==> src/source/soc_pkg.sv <==
package soc_pkg;

   typedef logic [31:0] addr_t;             // Byte address
   typedef logic [31:0] data_t;             // Bus data word
   typedef logic [3:0]  byte_lane_t;        // One enable per byte
   typedef logic [2:0]  hsize_t;            // AHB transfer size

   typedef enum logic [1:0] {
      TRANS_IDLE   = 2'b00,                 // No transfer
      TRANS_BUSY   = 2'b01,                 // Master inserting idle cycle
      TRANS_NONSEQ = 2'b10,                 // Single or first beat
      TRANS_SEQ    = 2'b11                  // Following beat
   } htrans_t;

   typedef enum logic [1:0] {
      RESP_OKAY  = 2'b00,
      RESP_ERROR = 2'b01
   } hresp_t;

   typedef enum logic [1:0] {
      IDLE_PHASE,                           // Waiting for an address phase
      DATA_PHASE,                           // Chip enable held until ready
      ERROR_FIRST,                          // Error with hready low
      ERROR_SECOND                          // Error with hready high
   } bridge_state_t;

   typedef enum logic [1:0] {
      SEL_SRAM,
      SEL_TIMER,
      SEL_EXT,
      SEL_NONE                              // Default error slave
   } slave_sel_t;

   typedef struct packed {
      addr_t   haddr;
      htrans_t htrans;
      logic    hwrite;
      hsize_t  hsize;
   } ahb_addr_phase_t;

   typedef struct packed {
      addr_t      addr;
      byte_lane_t bl;
      logic       we;
      logic       ce;                       // Marks a live request
      data_t      wdata;
   } slv_req_t;

   typedef struct packed {
      data_t  rdata;
      hresp_t resp;
      logic   ready;                        // Level, sampled while ce is high
   } slv_rsp_t;

   // Address map on bits 31:28
   localparam logic [3:0] REGION_SRAM  = 4'h0;
   localparam logic [3:0] REGION_TIMER = 4'h4;
   localparam logic [3:0] REGION_EXT   = 4'h8;

   localparam int SRAM_ADDR_BITS   = 12;    // 4 KiB
   localparam int SRAM_WAIT_STATES = 1;

   localparam logic [3:0] TIMER_CTRL_OFS   = 4'h0;
   localparam logic [3:0] TIMER_LOAD_OFS   = 4'h4;
   localparam logic [3:0] TIMER_VALUE_OFS  = 4'h8;
   localparam logic [3:0] TIMER_STATUS_OFS = 4'hC;

endpackage

==> src/source/timer_slave.sv <==
`timescale 1ns/1ps

module timer_slave (
   input  logic              HCLK,
   input  logic              rst_n,
   input  soc_pkg::slv_req_t req,
   output soc_pkg::slv_rsp_t rsp
);

   import soc_pkg::*;

   logic       ctrl_en;                     // CTRL bit 0
   data_t      load_q;                      // Reload value
   data_t      value_q;                     // Current count
   logic       expired;                     // STATUS bit 0, sticky
   logic [3:0] reg_ofs;
   logic       wr;
   data_t      rd_data;

   assign reg_ofs = req.addr[3:0];
   assign wr      = req.ce && req.we;       // Always ready, so writes land at once

   always_ff @(posedge HCLK) begin
      if (!rst_n) begin
         ctrl_en <= 1'b0;
         load_q  <= '0;
         value_q <= '0;
         expired <= 1'b0;
      end else begin
         if (wr && reg_ofs == TIMER_CTRL_OFS) begin
            ctrl_en <= req.wdata[0];
         end
         if (wr && reg_ofs == TIMER_STATUS_OFS && req.wdata[0]) begin
            expired <= 1'b0;                // Write one to clear
         end
         if (wr && reg_ofs == TIMER_LOAD_OFS) begin
            load_q  <= req.wdata;
            value_q <= req.wdata;           // Restart from the new value
         end else if (ctrl_en) begin
            if (value_q == '0) begin
               value_q <= load_q;           // Reload
               expired <= 1'b1;             // Expiry beats a same-cycle clear
            end else begin
               value_q <= value_q - 1'b1;
            end
         end
      end
   end

   // Register read mux, VALUE writes are ignored above
   always_comb begin
      case (reg_ofs)
         TIMER_CTRL_OFS:   rd_data = {31'b0, ctrl_en};
         TIMER_LOAD_OFS:   rd_data = load_q;
         TIMER_VALUE_OFS:  rd_data = value_q;
         TIMER_STATUS_OFS: rd_data = {31'b0, expired};
         default:          rd_data = '0;
      endcase
   end

   assign rsp = '{rdata: rd_data, resp: RESP_OKAY, ready: req.ce};  // No wait states

endmodule

==> config.mk <==
export PLATFORM = sky130hd
export DESIGN_NAME = timer_slave
export DESIGN_NICKNAME = d
export VERILOG_FILES = /design/src/source/soc_pkg.sv /design/src/source/timer_slave.sv
export SDC_FILE = /design/constraint.sdc
export NUM_CORES = 1
export LEC_CHECK = 0
export BUFFER_PORTS_ARGS = -buffer_cell sky130_fd_sc_hd__buf_4
export CAP_MARGIN = 20
export CELL_PAD_IN_SITES_DETAIL_PLACEMENT = 1
export CELL_PAD_IN_SITES_GLOBAL_PLACEMENT = 1
export CORE_MARGIN = 4
export CORE_UTILIZATION = 34
export CTS_CLUSTER_SIZE = 12
export DETAILED_ROUTE_END_ITERATION = 6
export GPL_TIMING_DRIVEN = 0
export HOLD_SLACK_MARGIN = 0.05
export PLACE_DENSITY_LB_ADDON = 0.1
export SLEW_MARGIN = 30
export SYNTH_ARGS = -nofsm -noshare
export SYNTH_HDL_FRONTEND = slang
export SYNTH_SLANG_ARGS = --single-unit
==> constraint.sdc <==
create_clock -name HCLK -period 2.95 [get_ports HCLK]
set_clock_uncertainty 0.1 [all_clocks]
set_input_delay 0.885 -clock HCLK [delete_from_list [all_inputs] [get_ports HCLK]]
set_output_delay 0.885 -clock HCLK [all_outputs]
set_load 0.05 [all_outputs]
==> flow_summary.ini <==
[outcome]
status = complete, but fails checks
violations = negative setup slack

[detailed_routing]
num_vias = 4495
wirelength_mm = 17.5
drtAntennaViolNets = 0
viasPerCell = 6.07
drc = 0
drtIter0Drc = 360
avgRoutedWirePerCell_um = 23.6
dr.pass1.iters = 5

[synthesis]
yosysMostFrequentCell = nand2_1
synthFlopType = dfxtp_1
netlist.area_leader.share_pct = 34.0
syn_area_per_cell_um2 = 7.70
synthCells = 505
yosysWarnings = 0
synth_edf_count = 0
ys_seq_area_share_pct = 34.0
synth_cell_types = 56
netlist_area_um2 = 3890
synthArstFlopShare_pct = 0
synth_seq_cells = 66
synth_area_leaders = dfxtp_1 34%, nand2_1 10%, a22o_1 7.0%, a21boi_0 6.8%, o21ai_0 3.5%
synth_area_leader_cell = dfxtp_1
synth_common_cells = 107 x nand2_1, 66 x dfxtp_1, 35 x a21boi_0

[sta]
post-route-period-util_pct = 103
worst_slew_pin_slew_ns = 0.901
period_needed_ns = 3.04
drv_slew = 0
finalWorstSetupSlack_ns = -0.0945
slew_headroom_pct = 39.7
fmax_ghz = 0.328
timing.final.hold_violations = 0
hold_ws_ns = 0.387
rsz0062_at_grt = yes
setup_viol = 31

[grt]
grt_overflow = 0
grt_pass1_vias = 4574
grt_pass1_wl_mm = 26.5
grtUsageTotal_pct = 26.7
grtUsageMet2_pct = 40.9
grt_util_met1_pct = 37.5
antenna_found_initial = 0
busiest_layer = met2
use_met3_pct = 2.95
grt_max_degree = 11

[power_and_ir_drop]
p_per_area_nw_per_um2 = 457
ir_worst_vdd_mv = 0.227
p_leak_nw = 2.36

[die]
coreArea_um2 = 11000
die_h_um = 115
pin_count = 107
num_rows = 38
die-area_um2 = 13200
initial_core_util_pct = 35.3
fp.dieW_um = 115

[layout]
postLayoutCellArea_um2 = 5710
fillers = 1318
fin_nets = 671
antennaDiodeCount = 0
area_growth_pct = 46.9
layout-drive-gt1-share_pct = 28.3
instances_no_fill = 741

[worst_setup_path]
critical-path-top-delay-family = buffers and inverters
crit_top_cell = buf_8
cp_slowest_stage_delay_ns = 0.37
worst_setup_path_start_kind = input port
path_max_fanout = 5
cp.required_ns = 1.97
path_buf_inv = 4
path_cells = buf_8 > nor4b_4 > buf_4 > buf_8 > a22o_2 > buf_6
critPathArrivalTime_ns = 2.06
worstSetupPathType = in -> out
cpMaxStageDelayCell = nor4b_4
end_kind = primary output

[min_path]
hold_class = reg -> reg

[placement]
hpwl_mm = 11.4
dp_slack_ns = -0.710
io_buffers = 71
dp.cells = 717
globalplace.congestion = 0.857
place_area_um2 = 4640

[clock_network]
cts_made_buffers = 9
cts_sinks = 66
cts_root_buf = clkbuf_16
cts_max_path_buffers = 2
htreeDepth = 3
clk_pin_slew_ns = 0.06
clk_latency_ns = 0.34
cts_tree = yes

[job]
max_cap_violations = 0
## metrics by stage
step                      power [mW]  TNS, ns  util, %
after floorplan                 1.29  -0.0414        -
after detailed placement        1.47   -39.56     42.1
after global placement          1.46   -36.30     42.1
after global routing            2.70    -3.29     51.8
final                           2.61    -1.73     51.8
after CTS                       2.56   -0.783     50.2
## metal layers
layer | routed length (um) | vias up
met2 | 7870 | 182
li1 | - | 2053
met5 | 0 | -
met3 | 1190 | 45
met1 | 7810 | 2215
met4 | 612 | 0
## path summary, 6_finish.rpt
path                                   from     endpoint  slack (ns)  cells past startpoint
worst min-delay path             load_q[26]   load_q[26]        0.39                      2
worst min register to register   load_q[26]   load_q[26]        0.39                      2
worst max-delay path                req[39]      rsp[30]       -0.09                      6
worst max register to register  value_q[24]  value_q[25]           0                      8
## power by group
part | total (mW) | internal, mW | switching [mW]
Clock | 1.06 | 0.653 | 0.410
Sequential | 0.920 | 0.904 | 0.0165
Combinational | 0.624 | 0.248 | 0.376
Total | 2.61 | 1.81 | 0.803
## layout make-up
type                            instances  area (um^2)  area share (%)
Clock buffer                           13          280            4.91
Tap cell                              140          175            3.07
Buffer                                 41          318            5.56
Multi-Input combinational cell        392         2680            46.8
Sequential cell                        66         1320            23.2
Clock inverter                          2         10.0           0.175
Inverter                                6         22.5           0.394
Timing Repair Buffer                   81          908            15.9
## what timing repair did
action,CTS,global route
endpoints found under the setup margin,61,70
buffers inserted,3,1
hold buffers,0,0
cloned,6,0
gates resized for setup,105,48
pin swaps,12,23
## worst reg2reg max path, stage by stage, from the launching register on
cell,delay [ns]
dfxtp_2,0.32
buf_6,0.13
or4_4,0.49
or4_4,0.57
nor4_4,0.41
nand2_1,0.15
clkbuf_4,0.23
o311ai_0,0.34
a21oi_1,0.07
## kinds of logic after synthesis
| family | Yosys count | share of synthesized area, % |
|---|---|---|
| flip-flops | 66 | 34.0 |
| buffers and inverters | 48 | 5.47 |
| AND/OR/NAND/NOR | 195 | 23.5 |
| adder cells (fa/ha/maj) | 2 | 0.643 |
| AO/OA/AOI/OAI | 177 | 32.2 |
| XOR/XNOR | 10 | 2.25 |
| other | 1 | 0.0964 |
| multiplexers | 6 | 1.90 |
## state kept, by name, summed over array words and instances (netlist names)
name,flops
load_q,32
value_q,32
ctrl_en,1
expired,1
## placed cells by master, fill, tap and decap left out, types with 11 or more instances in the layout
cell type and count:
nand2_1 104, dfxtp_1 65, buf_4 45, a21boi_0 35, buf_8 29, o21ai_0 27, a22o_4 25, a21oi_1 24
nor2_1 24, clkbuf_1 18, clkbuf_16 16, nor3_1 13, a31oi_1 11
No activity file was read; power rests on OpenSTA's default activity.
