### src/source/soc_pkg.sv
package soc_pkg;

   typedef logic [31:0] addr_t;             // Byte address
   typedef logic [31:0] data_t;             // Bus data word
   typedef logic [3:0]  byte_lane_t;        // One enable per byte
   typedef logic [2:0]  hsize_t;            // AHB transfer size

   typedef enum logic [1:0] {
      TRANS_IDLE   = 2'b00,                 // No transfer
      TRANS_BUSY   = 2'b01,                 // Master inserting idle cycle
      TRANS_NONSEQ = 2'b10,                 // Single or first beat
      TRANS_SEQ    = 2'b11                  // Following beat
   } htrans_t;

   typedef enum logic [1:0] {
      RESP_OKAY  = 2'b00,
      RESP_ERROR = 2'b01
   } hresp_t;

   typedef enum logic [1:0] {
      IDLE_PHASE,                           // Waiting for an address phase
      DATA_PHASE,                           // Chip enable held until ready
      ERROR_FIRST,                          // Error with hready low
      ERROR_SECOND                          // Error with hready high
   } bridge_state_t;

   typedef enum logic [1:0] {
      SEL_SRAM,
      SEL_TIMER,
      SEL_EXT,
      SEL_NONE                              // Default error slave
   } slave_sel_t;

   typedef struct packed {
      addr_t   haddr;
      htrans_t htrans;
      logic    hwrite;
      hsize_t  hsize;
   } ahb_addr_phase_t;

   typedef struct packed {
      addr_t      addr;
      byte_lane_t bl;
      logic       we;
      logic       ce;                       // Marks a live request
      data_t      wdata;
   } slv_req_t;

   typedef struct packed {
      data_t  rdata;
      hresp_t resp;
      logic   ready;                        // Level, sampled while ce is high
   } slv_rsp_t;

   // Address map on bits 31:28
   localparam logic [3:0] REGION_SRAM  = 4'h0;
   localparam logic [3:0] REGION_TIMER = 4'h4;
   localparam logic [3:0] REGION_EXT   = 4'h8;

   localparam int SRAM_ADDR_BITS   = 12;    // 4 KiB
   localparam int SRAM_WAIT_STATES = 1;

   localparam logic [3:0] TIMER_CTRL_OFS   = 4'h0;
   localparam logic [3:0] TIMER_LOAD_OFS   = 4'h4;
   localparam logic [3:0] TIMER_VALUE_OFS  = 4'h8;
   localparam logic [3:0] TIMER_STATUS_OFS = 4'hC;

endpackage

### src/source/ahb_slave_bridge.sv
`timescale 1ns/1ps

module ahb_slave_bridge (
   input  logic                     HCLK,
   input  logic                     rst_n,
   input  soc_pkg::ahb_addr_phase_t ahb_addr,
   input  soc_pkg::data_t           hwdata,
   output soc_pkg::data_t           hrdata,
   output logic                     hready,
   output soc_pkg::hresp_t          hresp,
   input  logic                     region_valid,
   output soc_pkg::slv_req_t        req,
   input  soc_pkg::slv_rsp_t        rsp
);

   import soc_pkg::*;

   bridge_state_t state, state_nxt;         // Transfer FSM
   addr_t         addr_q;                   // Registered address phase
   byte_lane_t    bl_q;
   logic          we_q;
   logic          accept;                   // Address phase taken this edge

   // Little-endian lane mask from size and low address bits
   function automatic byte_lane_t lane_mask(input hsize_t size, input logic [1:0] ofs);
      byte_lane_t mask;
      case (size)
         3'b000:  mask = 4'b0001 << ofs;              // Byte
         3'b001:  mask = 4'b0011 << {ofs[1], 1'b0};   // Halfword
         default: mask = 4'b1111;                     // Word
      endcase
      return mask;
   endfunction

   assign accept = hready &&
                   (ahb_addr.htrans == TRANS_NONSEQ || ahb_addr.htrans == TRANS_SEQ);

   // AHB-lite response side
   always_comb begin
      hrdata = rsp.rdata;                   // Only sampled on a completing read
      case (state)
         DATA_PHASE: begin
            hready = rsp.ready && (rsp.resp == RESP_OKAY);  // Slave error takes two cycles
            hresp  = rsp.ready ? rsp.resp : RESP_OKAY;
         end
         ERROR_FIRST: begin
            hready = 1'b0;
            hresp  = RESP_ERROR;
         end
         ERROR_SECOND: begin
            hready = 1'b1;
            hresp  = RESP_ERROR;
         end
         default: begin
            hready = 1'b1;                  // Idle bus
            hresp  = RESP_OKAY;
         end
      endcase
   end

   always_comb begin
      case (state)
         DATA_PHASE:  state_nxt = !rsp.ready ? DATA_PHASE :
                                  (rsp.resp == RESP_ERROR) ? ERROR_SECOND : IDLE_PHASE;
         ERROR_FIRST: state_nxt = ERROR_SECOND;
         default:     state_nxt = IDLE_PHASE;
      endcase
      if (accept) begin
         state_nxt = region_valid ? DATA_PHASE : ERROR_FIRST; // Unmapped skips chip enable
      end
   end

   always_ff @(posedge HCLK) begin
      if (!rst_n) begin
         state <= IDLE_PHASE;
      end else begin
         state <= state_nxt;
      end
   end

   // Address phase payload
   always_ff @(posedge HCLK) begin
      if (accept) begin
         addr_q <= ahb_addr.haddr;
         bl_q   <= lane_mask(ahb_addr.hsize, ahb_addr.haddr[1:0]);
         we_q   <= ahb_addr.hwrite;
      end
   end

   assign req = '{addr:  addr_q,
                  bl:    bl_q,
                  we:    we_q,
                  ce:    (state == DATA_PHASE),
                  wdata: hwdata};           // Write data comes live in the data phase

   // Stalled request must be held stable
   ce_hold_a: assert property (@(posedge HCLK) disable iff (!rst_n)
      req.ce && !rsp.ready |=> req.ce && $stable(req.addr))
      else $error("Chip enable or address dropped before ready");

endmodule

### config.mk
export PLATFORM = sky130hd
export DESIGN_NAME = ahb_slave_bridge
export DESIGN_NICKNAME = d
export VERILOG_FILES = /design/src/source/soc_pkg.sv /design/src/source/ahb_slave_bridge.sv
export SDC_FILE = /design/constraint.sdc
export NUM_CORES = 1
export LEC_CHECK = 0
export ABC_AREA = 0
export BUFFER_PORTS_ARGS = -buffer_cell sky130_fd_sc_hd__buf_2
export CORE_AREA = 2 2 84 86
export CTS_BUF_LIST = sky130_fd_sc_hd__clkbuf_8
export CTS_CLUSTER_DIAMETER = 80
export CTS_CLUSTER_SIZE = 12
export DETAILED_ROUTE_END_ITERATION = 7
export DIE_AREA = 0 0 86 88
export MAX_ROUTING_LAYER = met4
export PLACE_DENSITY = 0.67
export SETUP_SLACK_MARGIN = 0.2
export SYNTH_ARGS = -nofsm -noshare
export SYNTH_HDL_FRONTEND = slang
export SYNTH_SLANG_ARGS = --single-unit
export TNS_END_PERCENT = 10
### constraint.sdc
create_clock -name HCLK -period 2.2 [get_ports HCLK]
set_input_delay 0.22 -clock HCLK [delete_from_list [all_inputs] [get_ports HCLK]]
set_output_delay 0.22 -clock HCLK [all_outputs]
set_load 0.01 [all_outputs]
==> flow_summary.html <==
<table>
<tr><th>Metric</th><th>Value</th></tr>
<tr><th colspan="2">Run status</th></tr>
<tr><td>Run status</td><td>completed</td></tr>
<tr><th colspan="2">Clock tree</th></tr>
<tr><td>Largest buffer count on any clock path</td><td>2</td></tr>
<tr><td>Clock insertion delay at the later pin of the skew report</td><td>between 0.2 and 0.3 ns</td></tr>
<tr><td>Maximum level of the CTS H-tree</td><td>2</td></tr>
<tr><td>Number of buffers added for setup after CTS</td><td>0</td></tr>
<tr><td>Sinks on the clock net</td><td>39</td></tr>
<tr><td>Post_cts resized</td><td>0</td></tr>
<tr><td>Clock-pin slew reported for the worst setup and hold paths after clock tree synthesis</td><td>0.07 ns</td></tr>
<tr><td>Total clock buffers created by CTS</td><td>5</td></tr>
<tr><td>Clock Tree Root</td><td>sky130_fd_sc_hd__clkbuf_8</td></tr>
<tr><td>Clock tree from TritonCTS</td><td>yes</td></tr>
<tr><td># hold bufs at CTS</td><td>0</td></tr>
<tr><th colspan="2">Floorplanning</th></tr>
<tr><td>Starting density of the core</td><td>0.283</td></tr>
<tr><td>Chip Width</td><td>between 80 and 90 um</td></tr>
<tr><td>Standard-cell row count</td><td>30</td></tr>
<tr><td>IO Count</td><td>213</td></tr>
<tr><td>Core area</td><td>around 6600 sq um</td></tr>
<tr><td>Chip height</td><td>around 88 um</td></tr>
<tr><td>Full die area</td><td>7570 sq um</td></tr>
<tr><th colspan="2">Synthesis</th></tr>
<tr><td>Distinct cell type count of the synthesized netlist</td><td>20</td></tr>
<tr><td>Count leader, synth</td><td>sky130_fd_sc_hd__buf_4</td></tr>
<tr><td>Mean area per synthesized cell</td><td>~14 sq um</td></tr>
<tr><td>Synth Cell Area</td><td>~1900 sq um</td></tr>
<tr><td>Register bit total from synthesis</td><td>39</td></tr>
<tr><td>Share of synthesized area occupied by flip-flops and latches</td><td>0.613</td></tr>
<tr><td>Synthesized netlist net count</td><td>249</td></tr>
<tr><td>Post-Synthesis Cells</td><td>approximately 140</td></tr>
<tr><td>Share of async-settable or async-resettable flops after synthesis</td><td>0</td></tr>
<tr><td>Post-synth top area cell</td><td>sky130_fd_sc_hd__edfxtp_1</td></tr>
<tr><td>EDFF count, synth</td><td>37</td></tr>
<tr><td>Top post-synthesis cells by count</td><td>65 x sky130_fd_sc_hd__buf_4, 37 x sky130_fd_sc_hd__edfxtp_1, 5 x sky130_fd_sc_hd__inv_1</td></tr>
<tr><td>Synth warnings</td><td>0</td></tr>
<tr><td>Share of the synthesized area in the top cell type</td><td>0.592</td></tr>
<tr><td>Largest cells by area after synthesis</td><td>sky130_fd_sc_hd__edfxtp_1 59%, sky130_fd_sc_hd__buf_4 26%, sky130_fd_sc_hd__ha_1 2.7%</td></tr>
<tr><td>Leading register cell type out of synthesis</td><td>sky130_fd_sc_hd__edfxtp_1</td></tr>
<tr><th colspan="2">Detailed routing</th></tr>
<tr><td>Vias</td><td>between 1000 and 1500</td></tr>
<tr><td>WL per Instance</td><td>about 15 um</td></tr>
<tr><td>DRC viols</td><td>0</td></tr>
<tr><td>Total wire length after detailed routing</td><td>between 3 and 4 mm</td></tr>
<tr><td>Vias per inst</td><td>a little over 4</td></tr>
<tr><td>Antenna-violating nets left</td><td>0</td></tr>
<tr><td>Number of detailed-route iterations in the first pass</td><td>3</td></tr>
<tr><td>DRC marker count from the first detailed-route iteration</td><td>28</td></tr>
<tr><th colspan="2">Critical path</th></tr>
<tr><td>Depth of the most critical reg-to-reg path</td><td>6</td></tr>
<tr><td>Worst reg2reg path endpoint</td><td>addr_q[26]</td></tr>
<tr><td>Launch instance of the worst register-to-register path</td><td>state[1]</td></tr>
<tr><td>Largest fanout on the critical path</td><td>37</td></tr>
<tr><td>Critical path class</td><td>flop to flop</td></tr>
<tr><td>Critical path startpoint category</td><td>flop</td></tr>
<tr><td>CP Data Arrival Time</td><td>1.76 ns</td></tr>
<tr><td>Worst setup EP type</td><td>flop</td></tr>
<tr><td>Critical path data required time</td><td>~2.1 ns</td></tr>
<tr><td>Reg2reg setup slack</td><td>about 0.36 ns</td></tr>
<tr><th colspan="2">Timing</th></tr>
<tr><td>Clock skew</td><td>around 0.0071 ns</td></tr>
<tr><td>Maximum operating frequency</td><td>approximately 0.54 GHz</td></tr>
<tr><td>Setup Viol. Count Final</td><td>0</td></tr>
<tr><td>Final hold viol count</td><td>0</td></tr>
<tr><td>Post-route setup TNS</td><td>0 ns</td></tr>
<tr><td>Unrepaired setup endpoints after global routing</td><td>false</td></tr>
<tr><td>Worst rel slew slack</td><td>0.694</td></tr>
<tr><td>Slew Limit Fails</td><td>0</td></tr>
<tr><td>Worst hold margin</td><td>between 0.1 and 0.15 ns</td></tr>
<tr><td>Ratio of final minimum period to clock period</td><td>0.836</td></tr>
<tr><td>Worst-Margin Slew</td><td>0.459 ns</td></tr>
<tr><td>Final period demand of the worst path</td><td>1.84 ns</td></tr>
<tr><th colspan="2">Finish</th></tr>
<tr><td>Register Area</td><td>between 1000 and 1500 sq um</td></tr>
<tr><td>Antenna cell count</td><td>0</td></tr>
<tr><td>Area of combinational cells with multiple inputs</td><td>~230 sq um</td></tr>
<tr><td>Area Growth Syn to Fin</td><td>7.13%</td></tr>
<tr><td>Design area</td><td>2010 sq um</td></tr>
<tr><td>Count of filler cells inserted in the layout</td><td>672</td></tr>
<tr><td>Post-layout utilization of the core</td><td>0.303</td></tr>
<tr><td>Fraction of final layout cells with drive strength greater than 1</td><td>0.598</td></tr>
<tr><td>Fin nets</td><td>between 200 and 300</td></tr>
<tr><td>Count of placed standard cells in the final layout, fillers left out</td><td>approximately 240</td></tr>
<tr><th colspan="2">Placement</th></tr>
<tr><td>Routability congestion estimate</td><td>~0.74</td></tr>
<tr><td>Half-perimeter wire length of the detailed placement result</td><td>2.94 mm</td></tr>
<tr><td>Instance area at placement</td><td>1930 sq um</td></tr>
<tr><td>Cells after DPL</td><td>around 240</td></tr>
<tr><td>IO buf count</td><td>83</td></tr>
<tr><th colspan="2">Power</th></tr>
<tr><td>PwrDens</td><td>between 700 and 800 nW/um^2</td></tr>
<tr><td>Largest vdd supply drop</td><td>roughly 0.23 mV</td></tr>
<tr><td>Total leakage power</td><td>approximately 0.85 nW</td></tr>
<tr><th colspan="2">Global route</th></tr>
<tr><td>Maximum number of pins on one net before global-route repair</td><td>38</td></tr>
<tr><td>Wire length of the first global-routing pass</td><td>4.68 mm</td></tr>
<tr><td>Vias in the first global route</td><td>923</td></tr>
<tr><td>Overflow left after global routing</td><td>0</td></tr>
<tr><td>Global router's overall resource usage</td><td>0.0876</td></tr>
<tr><td>Number of antenna violations at the first check in global routing</td><td>0</td></tr>
<tr><th colspan="2">Min path</th></tr>
<tr><td>Hold Crit Class</td><td>input port to flop</td></tr>
<tr><td>Origin of the worst min-delay path</td><td>ahb_addr[21]</td></tr>
<tr><td>Capture endpoint of the worst hold path</td><td>addr_q[15]</td></tr>
<tr><td>Number of cells on the worst hold path</td><td>1</td></tr>
<tr><th colspan="2">Job</th></tr>
<tr><td>Count of max-cap constraint violations</td><td>0</td></tr>
</table>
[power breakdown]
part	internal, mW	switching [mW]	total (mW)
Combinational	0.0755	0.0981	0.174
Sequential	0.874	0.0117	0.886
Clock	0.217	0.232	0.449
[cell type report]
class	count	share of cell area
timing repair buffer	84	0.210
clock buffer	5	0.0342
multi-input combinational	28	0.114
sequential	39	0.572
inverter	5	0.0112
tap	80	0.0498
clock inverter	3	0.00808
[worst max path at each step]
stage | start | slack (ns) | cells past startpoint | endpoint
final | state[1] | 0.36 | 6 | addr_q[26]
after global routing | state[0] | 0.21 | 6 | addr_q[27]
after CTS | state[1] | 0.33 | 6 | addr_q[10]
after detailed placement | state[1] | 0.34 | 6 | we_q
after global placement | state[1] | 0.39 | 6 | we_q
after floorplan | state[1] | 0.24 | 5 | addr_q[0]
[worst max-delay path: stages (launching register included)]
cell and delay, ns:
sky130_fd_sc_hd__dfxtp_1 0.33, sky130_fd_sc_hd__inv_1 0.08, sky130_fd_sc_hd__ha_2 0.24, sky130_fd_sc_hd__and4bb_4 0.28, sky130_fd_sc_hd__o21ai_4 0.09, sky130_fd_sc_hd__clkinvlp_4 0.07
sky130_fd_sc_hd__buf_4 0.38
[cells in the final DEF (no fill, tap or decap)]
| cell type | synthesis | routed |
|---|---|---|
| sky130_fd_sc_hd__buf_2 | 0 | 83 |
| sky130_fd_sc_hd__a311oi_1 | 2 | 2 |
| sky130_fd_sc_hd__nor2_1 | 4 | 4 |
| sky130_fd_sc_hd__o32ai_2 | 1 | 1 |
| sky130_fd_sc_hd__clkbuf_8 | 0 | 5 |
| sky130_fd_sc_hd__and4b_2 | 1 | 1 |
| sky130_fd_sc_hd__mux2i_1 | 1 | 1 |
| sky130_fd_sc_hd__edfxtp_1 | 37 | 37 |
| sky130_fd_sc_hd__dfxtp_1 | 2 | 2 |
| sky130_fd_sc_hd__o21bai_1 | 1 | 1 |
| sky130_fd_sc_hd__and3_1 | 1 | 1 |
| sky130_fd_sc_hd__o21ai_4 | 0 | 1 |
| sky130_fd_sc_hd__clkinv_2 | 0 | 1 |
| sky130_fd_sc_hd__nand2_1 | 2 | 2 |
| sky130_fd_sc_hd__ha_1 | 4 | 3 |
| sky130_fd_sc_hd__o21ai_0 | 4 | 4 |
| sky130_fd_sc_hd__ha_2 | 0 | 1 |
| sky130_fd_sc_hd__nand2b_1 | 1 | 1 |
| sky130_fd_sc_hd__and2_4 | 1 | 1 |
| sky130_fd_sc_hd__nor2b_1 | 2 | 2 |
| sky130_fd_sc_hd__buf_4 | 65 | 1 |
| sky130_fd_sc_hd__clkinvlp_4 | 0 | 2 |
| sky130_fd_sc_hd__inv_1 | 5 | 5 |
| sky130_fd_sc_hd__or2_1 | 1 | 1 |
| sky130_fd_sc_hd__and4bb_4 | 1 | 1 |
[per-stage QoR]
step	worst slack (ns)	power, mW
floorplan	0.241	1.10
global placement	0.391	1.08
detailed placement	0.340	1.08
CTS	0.325	1.54
global route	0.212	1.59
finish	0.361	1.51
[cell families after synthesis]
kind of cell	after synthesis	share of synthesized area
buffers and inverters	70	0.270
flip-flops	39	0.613
AND/OR/NAND/NOR	14	0.0480
AO/OA/AOI/OAI	9	0.0373
adder cells (fa/ha/maj)	4	0.0266
multiplexers	1	0.00533
[state kept, by name, summed over array words and instances (netlist names)]
register	flops
state	2
addr_q	32
we_q	1
bl_q	4
[routing by layer]
| metal | track usage | vias up | part of all wire |
|---|---|---|---|
| met5 | - | - | 0 |
| met4 | 0.0534 | 0 | 0.018 |
| met3 | 0.0688 | 8 | 0.18 |
| li1 | - | 454 | - |
| met1 | 0.0739 | 439 | 0.31 |
| met2 | 0.135 | 100 | 0.48 |
Note: power is estimated with default switching activity, not from simulation.
