[src/source/soc_pkg.sv]
package soc_pkg;

   typedef logic [31:0] addr_t;             // Byte address
   typedef logic [31:0] data_t;             // Bus data word
   typedef logic [3:0]  byte_lane_t;        // One enable per byte
   typedef logic [2:0]  hsize_t;            // AHB transfer size

   typedef enum logic [1:0] {
      TRANS_IDLE   = 2'b00,                 // No transfer
      TRANS_BUSY   = 2'b01,                 // Master inserting idle cycle
      TRANS_NONSEQ = 2'b10,                 // Single or first beat
      TRANS_SEQ    = 2'b11                  // Following beat
   } htrans_t;

   typedef enum logic [1:0] {
      RESP_OKAY  = 2'b00,
      RESP_ERROR = 2'b01
   } hresp_t;

   typedef enum logic [1:0] {
      IDLE_PHASE,                           // Waiting for an address phase
      DATA_PHASE,                           // Chip enable held until ready
      ERROR_FIRST,                          // Error with hready low
      ERROR_SECOND                          // Error with hready high
   } bridge_state_t;

   typedef enum logic [1:0] {
      SEL_SRAM,
      SEL_TIMER,
      SEL_EXT,
      SEL_NONE                              // Default error slave
   } slave_sel_t;

   typedef struct packed {
      addr_t   haddr;
      htrans_t htrans;
      logic    hwrite;
      hsize_t  hsize;
   } ahb_addr_phase_t;

   typedef struct packed {
      addr_t      addr;
      byte_lane_t bl;
      logic       we;
      logic       ce;                       // Marks a live request
      data_t      wdata;
   } slv_req_t;

   typedef struct packed {
      data_t  rdata;
      hresp_t resp;
      logic   ready;                        // Level, sampled while ce is high
   } slv_rsp_t;

   // Address map on bits 31:28
   localparam logic [3:0] REGION_SRAM  = 4'h0;
   localparam logic [3:0] REGION_TIMER = 4'h4;
   localparam logic [3:0] REGION_EXT   = 4'h8;

   localparam int SRAM_ADDR_BITS   = 12;    // 4 KiB
   localparam int SRAM_WAIT_STATES = 1;

   localparam logic [3:0] TIMER_CTRL_OFS   = 4'h0;
   localparam logic [3:0] TIMER_LOAD_OFS   = 4'h4;
   localparam logic [3:0] TIMER_VALUE_OFS  = 4'h8;
   localparam logic [3:0] TIMER_STATUS_OFS = 4'hC;

endpackage

[src/source/slave_decoder.sv]
`timescale 1ns/1ps

module slave_decoder (
   input  soc_pkg::slv_req_t req,
   output soc_pkg::slv_rsp_t rsp,
   input  soc_pkg::addr_t    addr_phase,
   output logic              region_valid,
   output soc_pkg::slv_req_t sram_req,
   input  soc_pkg::slv_rsp_t sram_rsp,
   output soc_pkg::slv_req_t timer_req,
   input  soc_pkg::slv_rsp_t timer_rsp,
   output soc_pkg::slv_req_t ext_req,
   input  soc_pkg::slv_rsp_t ext_rsp
);

   import soc_pkg::*;

   slave_sel_t sel;                         // Target of the registered request

   function automatic slave_sel_t region_sel(input addr_t a);
      case (a[31:28])
         REGION_SRAM:  return SEL_SRAM;
         REGION_TIMER: return SEL_TIMER;
         REGION_EXT:   return SEL_EXT;
         default:      return SEL_NONE;
      endcase
   endfunction

   assign sel          = region_sel(req.addr);
   assign region_valid = (region_sel(addr_phase) != SEL_NONE);  // Live address phase

   // Same request to all, chip enable only at the selected one
   always_comb begin
      sram_req     = req;
      timer_req    = req;
      ext_req      = req;
      sram_req.ce  = req.ce && (sel == SEL_SRAM);
      timer_req.ce = req.ce && (sel == SEL_TIMER);
      ext_req.ce   = req.ce && (sel == SEL_EXT);
   end

   always_comb begin
      case (sel)
         SEL_SRAM:  rsp = sram_rsp;
         SEL_TIMER: rsp = timer_rsp;
         SEL_EXT:   rsp = ext_rsp;
         default:   rsp = '{rdata: '0, resp: RESP_ERROR, ready: 1'b1};  // Default slave
      endcase
   end

   // Unmapped accesses end in the bridge, never as a chip enable here
   always_comb begin
      ce_mapped_a: assert final (!(req.ce === 1'b1 && sel == SEL_NONE))
         else $error("Chip enable raised for an unmapped region");
   end

endmodule

[config.mk]
export PLATFORM = sky130hd
export DESIGN_NAME = slave_decoder
export DESIGN_NICKNAME = d
export VERILOG_FILES = /design/src/source/soc_pkg.sv /design/src/source/slave_decoder.sv
export SDC_FILE = /design/constraint.sdc
export NUM_CORES = 1
export LEC_CHECK = 0
export BUFFER_PORTS_ARGS = -buffer_cell sky130_fd_sc_hd__clkbuf_2
export CORE_AREA = 2 2 178 180
export DETAILED_ROUTE_END_ITERATION = 10
export DIE_AREA = 0 0 180 182
export SKIP_LAST_GASP = 1
export SLEW_MARGIN = 10
export SYNTH_ARGS = -nofsm -noshare
export SYNTH_HDL_FRONTEND = slang
export SYNTH_SLANG_ARGS = --single-unit
export TNS_END_PERCENT = 1
[constraint.sdc]
create_clock -name vclk -period 1.7
set_input_delay 0.085 -clock vclk [all_inputs]
set_output_delay 0.085 -clock vclk [all_outputs]
set_load 0.01 [all_outputs]
==> qor.yml, run 1 <==
status: "complete, no violations"
ant_nets: 0
crit_start: "req[66]"
port-buffer-count: 165
grt_pass1_vias: 1590
end_kind: "output port"
synth_cells: 297
netlist_top_cells_area: "buf_4 (65%), mux2i_1 (15%), o2bb2ai_1 (11%), buf_6 (2.8%), buf_8 (1.2%)"
hold_viol: 0
die-height_um: 182
design.seq.count: 0
relSlewSlack_pct: 64.0
layoutNonFillerInstCount: 651
cp_data_arrival_time_ns: 1.28
min_period_ns: 1.37
core-area_um2: 31000
grt_pass1_wl_um: 11100
start_kind: "input pin"
diodes: 0
crit_fanout: 34
yosysSeqAreaShare_pct: 0
path_class: "input pin to output port"
vias_per_cell: 2.45
area_growth_pct: -11.2
synth_area_leader_cell: "buf_4"
avgRoutedWirePerCell_um: 12.8
grt_use_total_pct: 4.58
drc: 0
initial_core_util_pct: 7.79
wirelength_um: 8350
grt-ovfl-total: 0
layout_common_cells: "clkbuf_2 (164), mux2i_1 (35), o2bb2ai_1 (31)"
min_path_type: "input pin to output port"
nNetsFinal: 458
synth_area_um2: 2410
grt_max_degree: 35
register_area_um2: 0
fin_crit_sh_pct: 80.4
cp.required_ns: 1.62
multi_input_area_um2: 732
rsz0062_at_grt: "no"
cts_resized: 0
dieWidth_um: 180
post_cts_buffers: 0
synth_nets: 504
dp.cells: 651
num_rows: 65
first_pass_iters: 4
p_leak_nw: 1.03
crit_end: "sram_req[32]"
gp_congestion: 0.585
tightest_slew_ns: 0.536
vias: 1598
io_pins: 453
max_freq_ghz: 0.732
yosys_warnings: 0
dieArea_um2: 32800
tns_ns: 0
antenna_found_initial: 0
maxCapViolations: 0
power_density_nw_per_um2: 172
synth_area_per_cell_um2: 8.12
drive_gt1_share_pct: 70.3
nClkBuffers: 0
finalSetupViolCount: 0
maxSlewViolCount: 0
drt_iter0_markers: 34
n_fill_cell: 3667
hpwl_um: 7410
vdd_drop_max_v: 0.0000501
yosysTopAreaCellShare_pct: 65.4
final_common_cell: "clkbuf_2"
hold_buffers: 0
post_synth_num_cell_types: 15
## worst min path at each step
stage / from / endpoint / slack (ns) / cells after the start
CTS: req[14] / sram_req[14] / 0.17 / 0
floorplan: addr_phase[28] / region_valid / 0.22 / 1
global route: req[43] / ext_req[43] / 0.17 / 0
finish: req[19] / ext_req[19] / 0.17 / 0
detailed placement: req[14] / sram_req[14] / 0.17 / 0
global placement: req[14] / sram_req[14] / 0.17 / 0
## metal layers
layer	up-vias	share of wire [%]	track usage, %	wire, um
li1	692	-	-	-
met1	628	30	4.19	2480
met2	200	47	8.11	3930
met3	78	14	1.64	1160
met4	0	9.3	3.93	779
met5	-	0	0	0
## area by class of cell
class	instances	share of cell area, %
tap	402	23.5
multi-input combinational	77	34.2
inverter	2	0.350
timing repair buffer	170	42.0
## cells in the mapped netlist
library cell / instances
o2bb2ai_2: 2
a211oi_1: 1
nor3b_1: 1
and3_1: 1
a22oi_1: 2
or3_1: 1
buf_8: 2
o2bb2ai_1: 31
and2_2: 1
nor4b_4: 1
mux2i_1: 35
buf_6: 6
buf_4: 210
inv_1: 2
nor3_1: 1
## worst max-delay path, stage by stage
cell and delay (ns):
clkbuf_2 0.14, or3_2 0.49, buf_12 0.19, nor3b_1 0.20, clkbuf_2 0.16
## cells by family after synthesis
family          after synthesis  share of synthesized area (%)
buf+inv                     220                           69.7
compound gates               36                           13.4
mux                          35                           14.5
simple gates                  6                           2.33
## where the power goes
part           internal, mW  total [mW]  leakage, nW  switching (mW)
clock network             0           0            0               0
logic                 0.198       0.368         1.03           0.170
registers                 0           0            0               0
total                 0.198       0.368         1.03           0.170
## stage by stage
stage,setup WS (ns),instance area [um^2],power (mW),hold WS [ns],util [%]
floorplan,0.664,2410,0.656,0.216,-
global placement,0.315,2140,0.371,0.170,6.92
detailed placement,0.308,2140,0.381,0.170,6.92
CTS,0.307,2140,0.382,0.170,6.92
global route,0.223,2140,0.408,0.170,6.92
finish,0.333,2140,0.368,0.170,6.92
No activity file was read; power rests on OpenSTA's default activity.
==> run 2, diff against run 1 <==
--- a/config.mk
+++ b/config.mk
@@ -6,9 +6,9 @@
 export NUM_CORES = 1
 export LEC_CHECK = 0
 export BUFFER_PORTS_ARGS = -buffer_cell sky130_fd_sc_hd__clkbuf_2
-export CORE_AREA = 2 2 178 180
+export CORE_AREA = 2 2 174 176
 export DETAILED_ROUTE_END_ITERATION = 10
-export DIE_AREA = 0 0 180 182
+export DIE_AREA = 0 0 176 178
 export SKIP_LAST_GASP = 1
 export SLEW_MARGIN = 10
 export SYNTH_ARGS = -nofsm -noshare
==> constraint.sdc (replaced) <==
create_clock -name vclk -period 1.4
set_input_delay 0.07 -clock vclk [all_inputs]
set_output_delay 0.07 -clock vclk [all_outputs]
set_load 0.01 [all_outputs]
==> qor.yml, run 2 (same netlist as run 1, synthesis figures left out) <==
status: "complete, no violations"
dieWidth_um: 176
vias_per_cell: 2.55
gp_congestion: 0.613
max_freq_ghz: 0.772
vias: 1634
min_period_ns: 1.29
fin_crit_sh_pct: 92.5
layout_common_cells: "clkbuf_2 (165), mux2i_1 (35), o2bb2ai_1 (31)"
met1_usage_pct: 3.28
holdPathStages: 0
io_pins: 453
min_path_type: "input pin to output port"
initial_core_util_pct: 8.20
drive_gt1_share_pct: 70.6
grt_pass1_wl_um: 9360
maxSlewViolCount: 0
path_class: "input pin to output port"
tightest_slew_ns: 0.257
n_fill_cell: 3465
cp.required_ns: 1.33
ant_nets: 0
area_growth_pct: -10.2
grt_pass1_vias: 1513
avgRoutedWirePerCell_um: 11.9
use_met3_pct: 1.34
register_area_um2: 0
first_pass_iters: 3
placed_area_um2: 2160
tns_ns: 0
cp_data_arrival_time_ns: 1.22
nNetsFinal: 461
diodes: 0
multi_input_area_um2: 736
power_density_nw_per_um2: 215
design.seq.count: 0
final_common_cell: "clkbuf_2"
nClkBuffers: 0
hold_path.startpoint: "req[56]"
start_kind: "input pin"
post-route-util_pct: 7.37
stdcell_area_um2: 2170
drt_iter0_markers: 25
end_kind: "output port"
grt-ovfl-total: 0
rsz0062_at_grt: "no"
hold_viol: 0
whs_endpoint: "ext_req[56]"
vdd_drop_max_v: 0.0000627
drc: 0
finalSetupViolCount: 0
hpwl_um: 6730
p_leak_nw: 1.05
port-buffer-count: 165
die-height_um: 178
grt_use_total_pct: 4.03
core-area_um2: 29400
top_usage_layer: "met2"
grt_max_degree: 34
fin_hold_ws_ns: 0.140
use_met2_pct: 7.84
dieArea_um2: 31300
relSlewSlack_pct: 82.4
maxCapViolations: 0
num_rows: 63
crit_fanout: 31
wirelength_um: 7640
antenna_found_initial: 1
run 2: per-layer routing:
layer,vias up,wire (um),share of wire [%]
li1,700,-,-
met1,645,2210,29
met2,213,3680,48
met3,74,1130,15
met4,2,601,7.9
met5,-,12,0.16
run 2: worst max path at each step:
stage | from | slack [ns] | end | depth (start not counted)
2_1_floorplan | req[67] | 0.39 | rsp[11] | 4
3_3_place_gp | req[67] | 0.09 | sram_req[32] | 5
3_5_place_dp | req[67] | 0.06 | sram_req[32] | 5
4_1_cts | req[67] | 0.04 | sram_req[32] | 5
5_1_grt | req[67] | 0.01 | sram_req[32] | 5
6_report | req[67] | 0.11 | sram_req[32] | 5
run 2: report_power, final:
part | switching (mW) | internal [mW] | leakage, nW | total [mW]
clock network | 0 | 0 | 0 | 0
logic | 0.216 | 0.249 | 1.05 | 0.466
registers | 0 | 0 | 0 | 0
run 2: cell type report:
class / count / area share (%)
repair buffers: 173 / 43.2
multi-input cells: 77 / 33.9
well taps: 390 / 22.5
inverters: 2 / 0.346
run 2: per-stage QoR:
| step | instances | total power, mW | setup slack, ns |
|---|---|---|---|
| after floorplan | 297 | 0.797 | 0.394 |
| after global placement | 642 | 0.460 | 0.0867 |
| after detailed placement | 642 | 0.471 | 0.0566 |
| after CTS | 642 | 0.473 | 0.0409 |
| after global routing | 642 | 0.502 | 0.0126 |
| final | 642 | 0.466 | 0.105 |
run 2: critical path, cell delays in order:
cell,delay (ns)
clkbuf_2,0.14
or3_4,0.43
buf_12,0.17
nor3b_1,0.22
clkbuf_2,0.16
run 2: timing repair:
item | 4_1_cts | 5_1_grt
buffers inserted | 0 | 0
gates resized for setup | 0 | 1
setup endpoints to repair | 0 | 1
hold endpoints to repair | 0 | 0
hold buffers | 0 | 0
==> run 3, diff against run 2 <==
--- a/config.mk
+++ b/config.mk
@@ -6,9 +6,13 @@
 export NUM_CORES = 1
 export LEC_CHECK = 0
 export BUFFER_PORTS_ARGS = -buffer_cell sky130_fd_sc_hd__clkbuf_2
+export CELL_PAD_IN_SITES_DETAIL_PLACEMENT = 0
+export CELL_PAD_IN_SITES_GLOBAL_PLACEMENT = 1
 export CORE_AREA = 2 2 174 176
 export DETAILED_ROUTE_END_ITERATION = 10
 export DIE_AREA = 0 0 176 178
+export PLACE_DENSITY_LB_ADDON = 0.1
+export RECOVER_POWER = 50
 export SKIP_LAST_GASP = 1
 export SLEW_MARGIN = 10
 export SYNTH_ARGS = -nofsm -noshare
==> qor.yml, run 3 (same netlist as run 1, synthesis figures left out) <==
final_common_cell: "clkbuf_2"
postLayoutSetupSlackWorst_ns: 0.0353
top_usage_layer: "met2"
avgRoutedWirePerCell_um: 12.5
ant_nets: 0
area_growth_pct: -10.2
use_met3_pct: 1.19
maxSlewViolCount: 0
nClkBuffers: 0
fin_hold_ws_ns: 0.140
fin_crit_sh_pct: 97.5
antenna_found_initial: 0
pre_cts_ws_ns: 0.0105
cp.required_ns: 1.33
power_mw: 0.469
hold_buffers: 0
num_rows: 63
grt_use_total_pct: 4.48
cp_data_arrival_time_ns: 1.29
use_met2_pct: 8.37
drc: 0
layoutNonFillerInstCount: 644
hold_path.startpoint: "req[25]"
design.seq.count: 0
wirelength_um: 8040
io_pins: 453
met1_usage_pct: 4.09
gp_congestion: 0.699
dp.cells: 644
post_cts_buffers: 0
tightest_slew_ns: 0.517
layout_common_cells: "clkbuf_2 (165), mux2i_1 (35), o2bb2ai_1 (31)"
hpwl_um: 6910
initial_core_util_pct: 8.20
max_freq_ghz: 0.733
finalSetupViolCount: 0
crit_start: "req[67]"
vias: 1549
power_density_nw_per_um2: 217
whs_endpoint: "ext_req[25]"
start_kind: "input pin"
path_class: "input pin to output port"
status: "complete, no violations"
maxCapViolations: 0
nNetsFinal: 463
rsz0062_at_grt: "yes"
grt_max_degree: 35
drive_gt1_share_pct: 70.9
vdd_drop_max_v: 0.0000336
port-buffer-count: 165
hold_viol: 0
diodes: 0
register_area_um2: 0
grt_pass1_vias: 1543
holdPathStages: 0
dieArea_um2: 31300
crit_fanout: 19
grt_pass1_wl_um: 10400
drt_iter0_markers: 22
die-height_um: 178
dieWidth_um: 176
min_path_type: "input pin to output port"
relSlewSlack_pct: 65.3
end_kind: "output port"
first_pass_iters: 2
p_leak_nw: 1.06
vias_per_cell: 2.41
cts_resized: 0
min_period_ns: 1.36
core-area_um2: 29400
grt-ovfl-total: 0
[run 3: cell count changes in the layout (fill, tap and decap cells not counted)]
cell and delta:
buf_12 -1, buf_4 +3, or3_2 +1, or3_4 -1
[run 3: area by class of cell]
class	instances	area, um^2
multi-input cells	77	732
well taps	390	488
repair buffers	175	938
fillers	3463	27200
inverters	2	7.51
[run 3: worst max-delay path by stage]
stage,endpoint,slack (ns),cells after the start
2_1_floorplan,rsp[11],0.39,4
3_3_place_gp,rsp[26],0.002,6
3_5_place_dp,rsp[26],0.01,6
4_1_cts,rsp[26],0.005,6
5_1_grt,rsp[26],-0.04,6
6_report,rsp[26],0.04,6
[run 3: power breakdown]
group / switching [mW] / internal [mW] / total [mW] / leakage (nW)
Combinational: 0.219 / 0.251 / 0.469 / 1.06
Sequential: 0 / 0 / 0 / 0
Clock: 0 / 0 / 0 / 0
[run 3: per-layer routing]
layer	part of all wire (%)	wire, um
met2	49	3960
met1	31	2470
met3	12	962
met5	0	0
met4	8.1	650
[run 3: worst max-delay path, stage by stage]
cell	delay, ns
clkbuf_2	0.09
buf_4	0.15
nor4b_4	0.28
buf_4	0.33
o2bb2ai_1	0.18
clkbuf_2	0.17
[run 3: metrics by stage]
stage	util (%)	cell area, um^2	TNS, ns
3_5_place_dp	7.37	2170	0
4_1_cts	7.37	2170	0
5_1_grt	7.37	2170	-0.101
2_1_floorplan	-	2410	0
3_3_place_gp	7.37	2170	0
6_report	7.37	2170	0
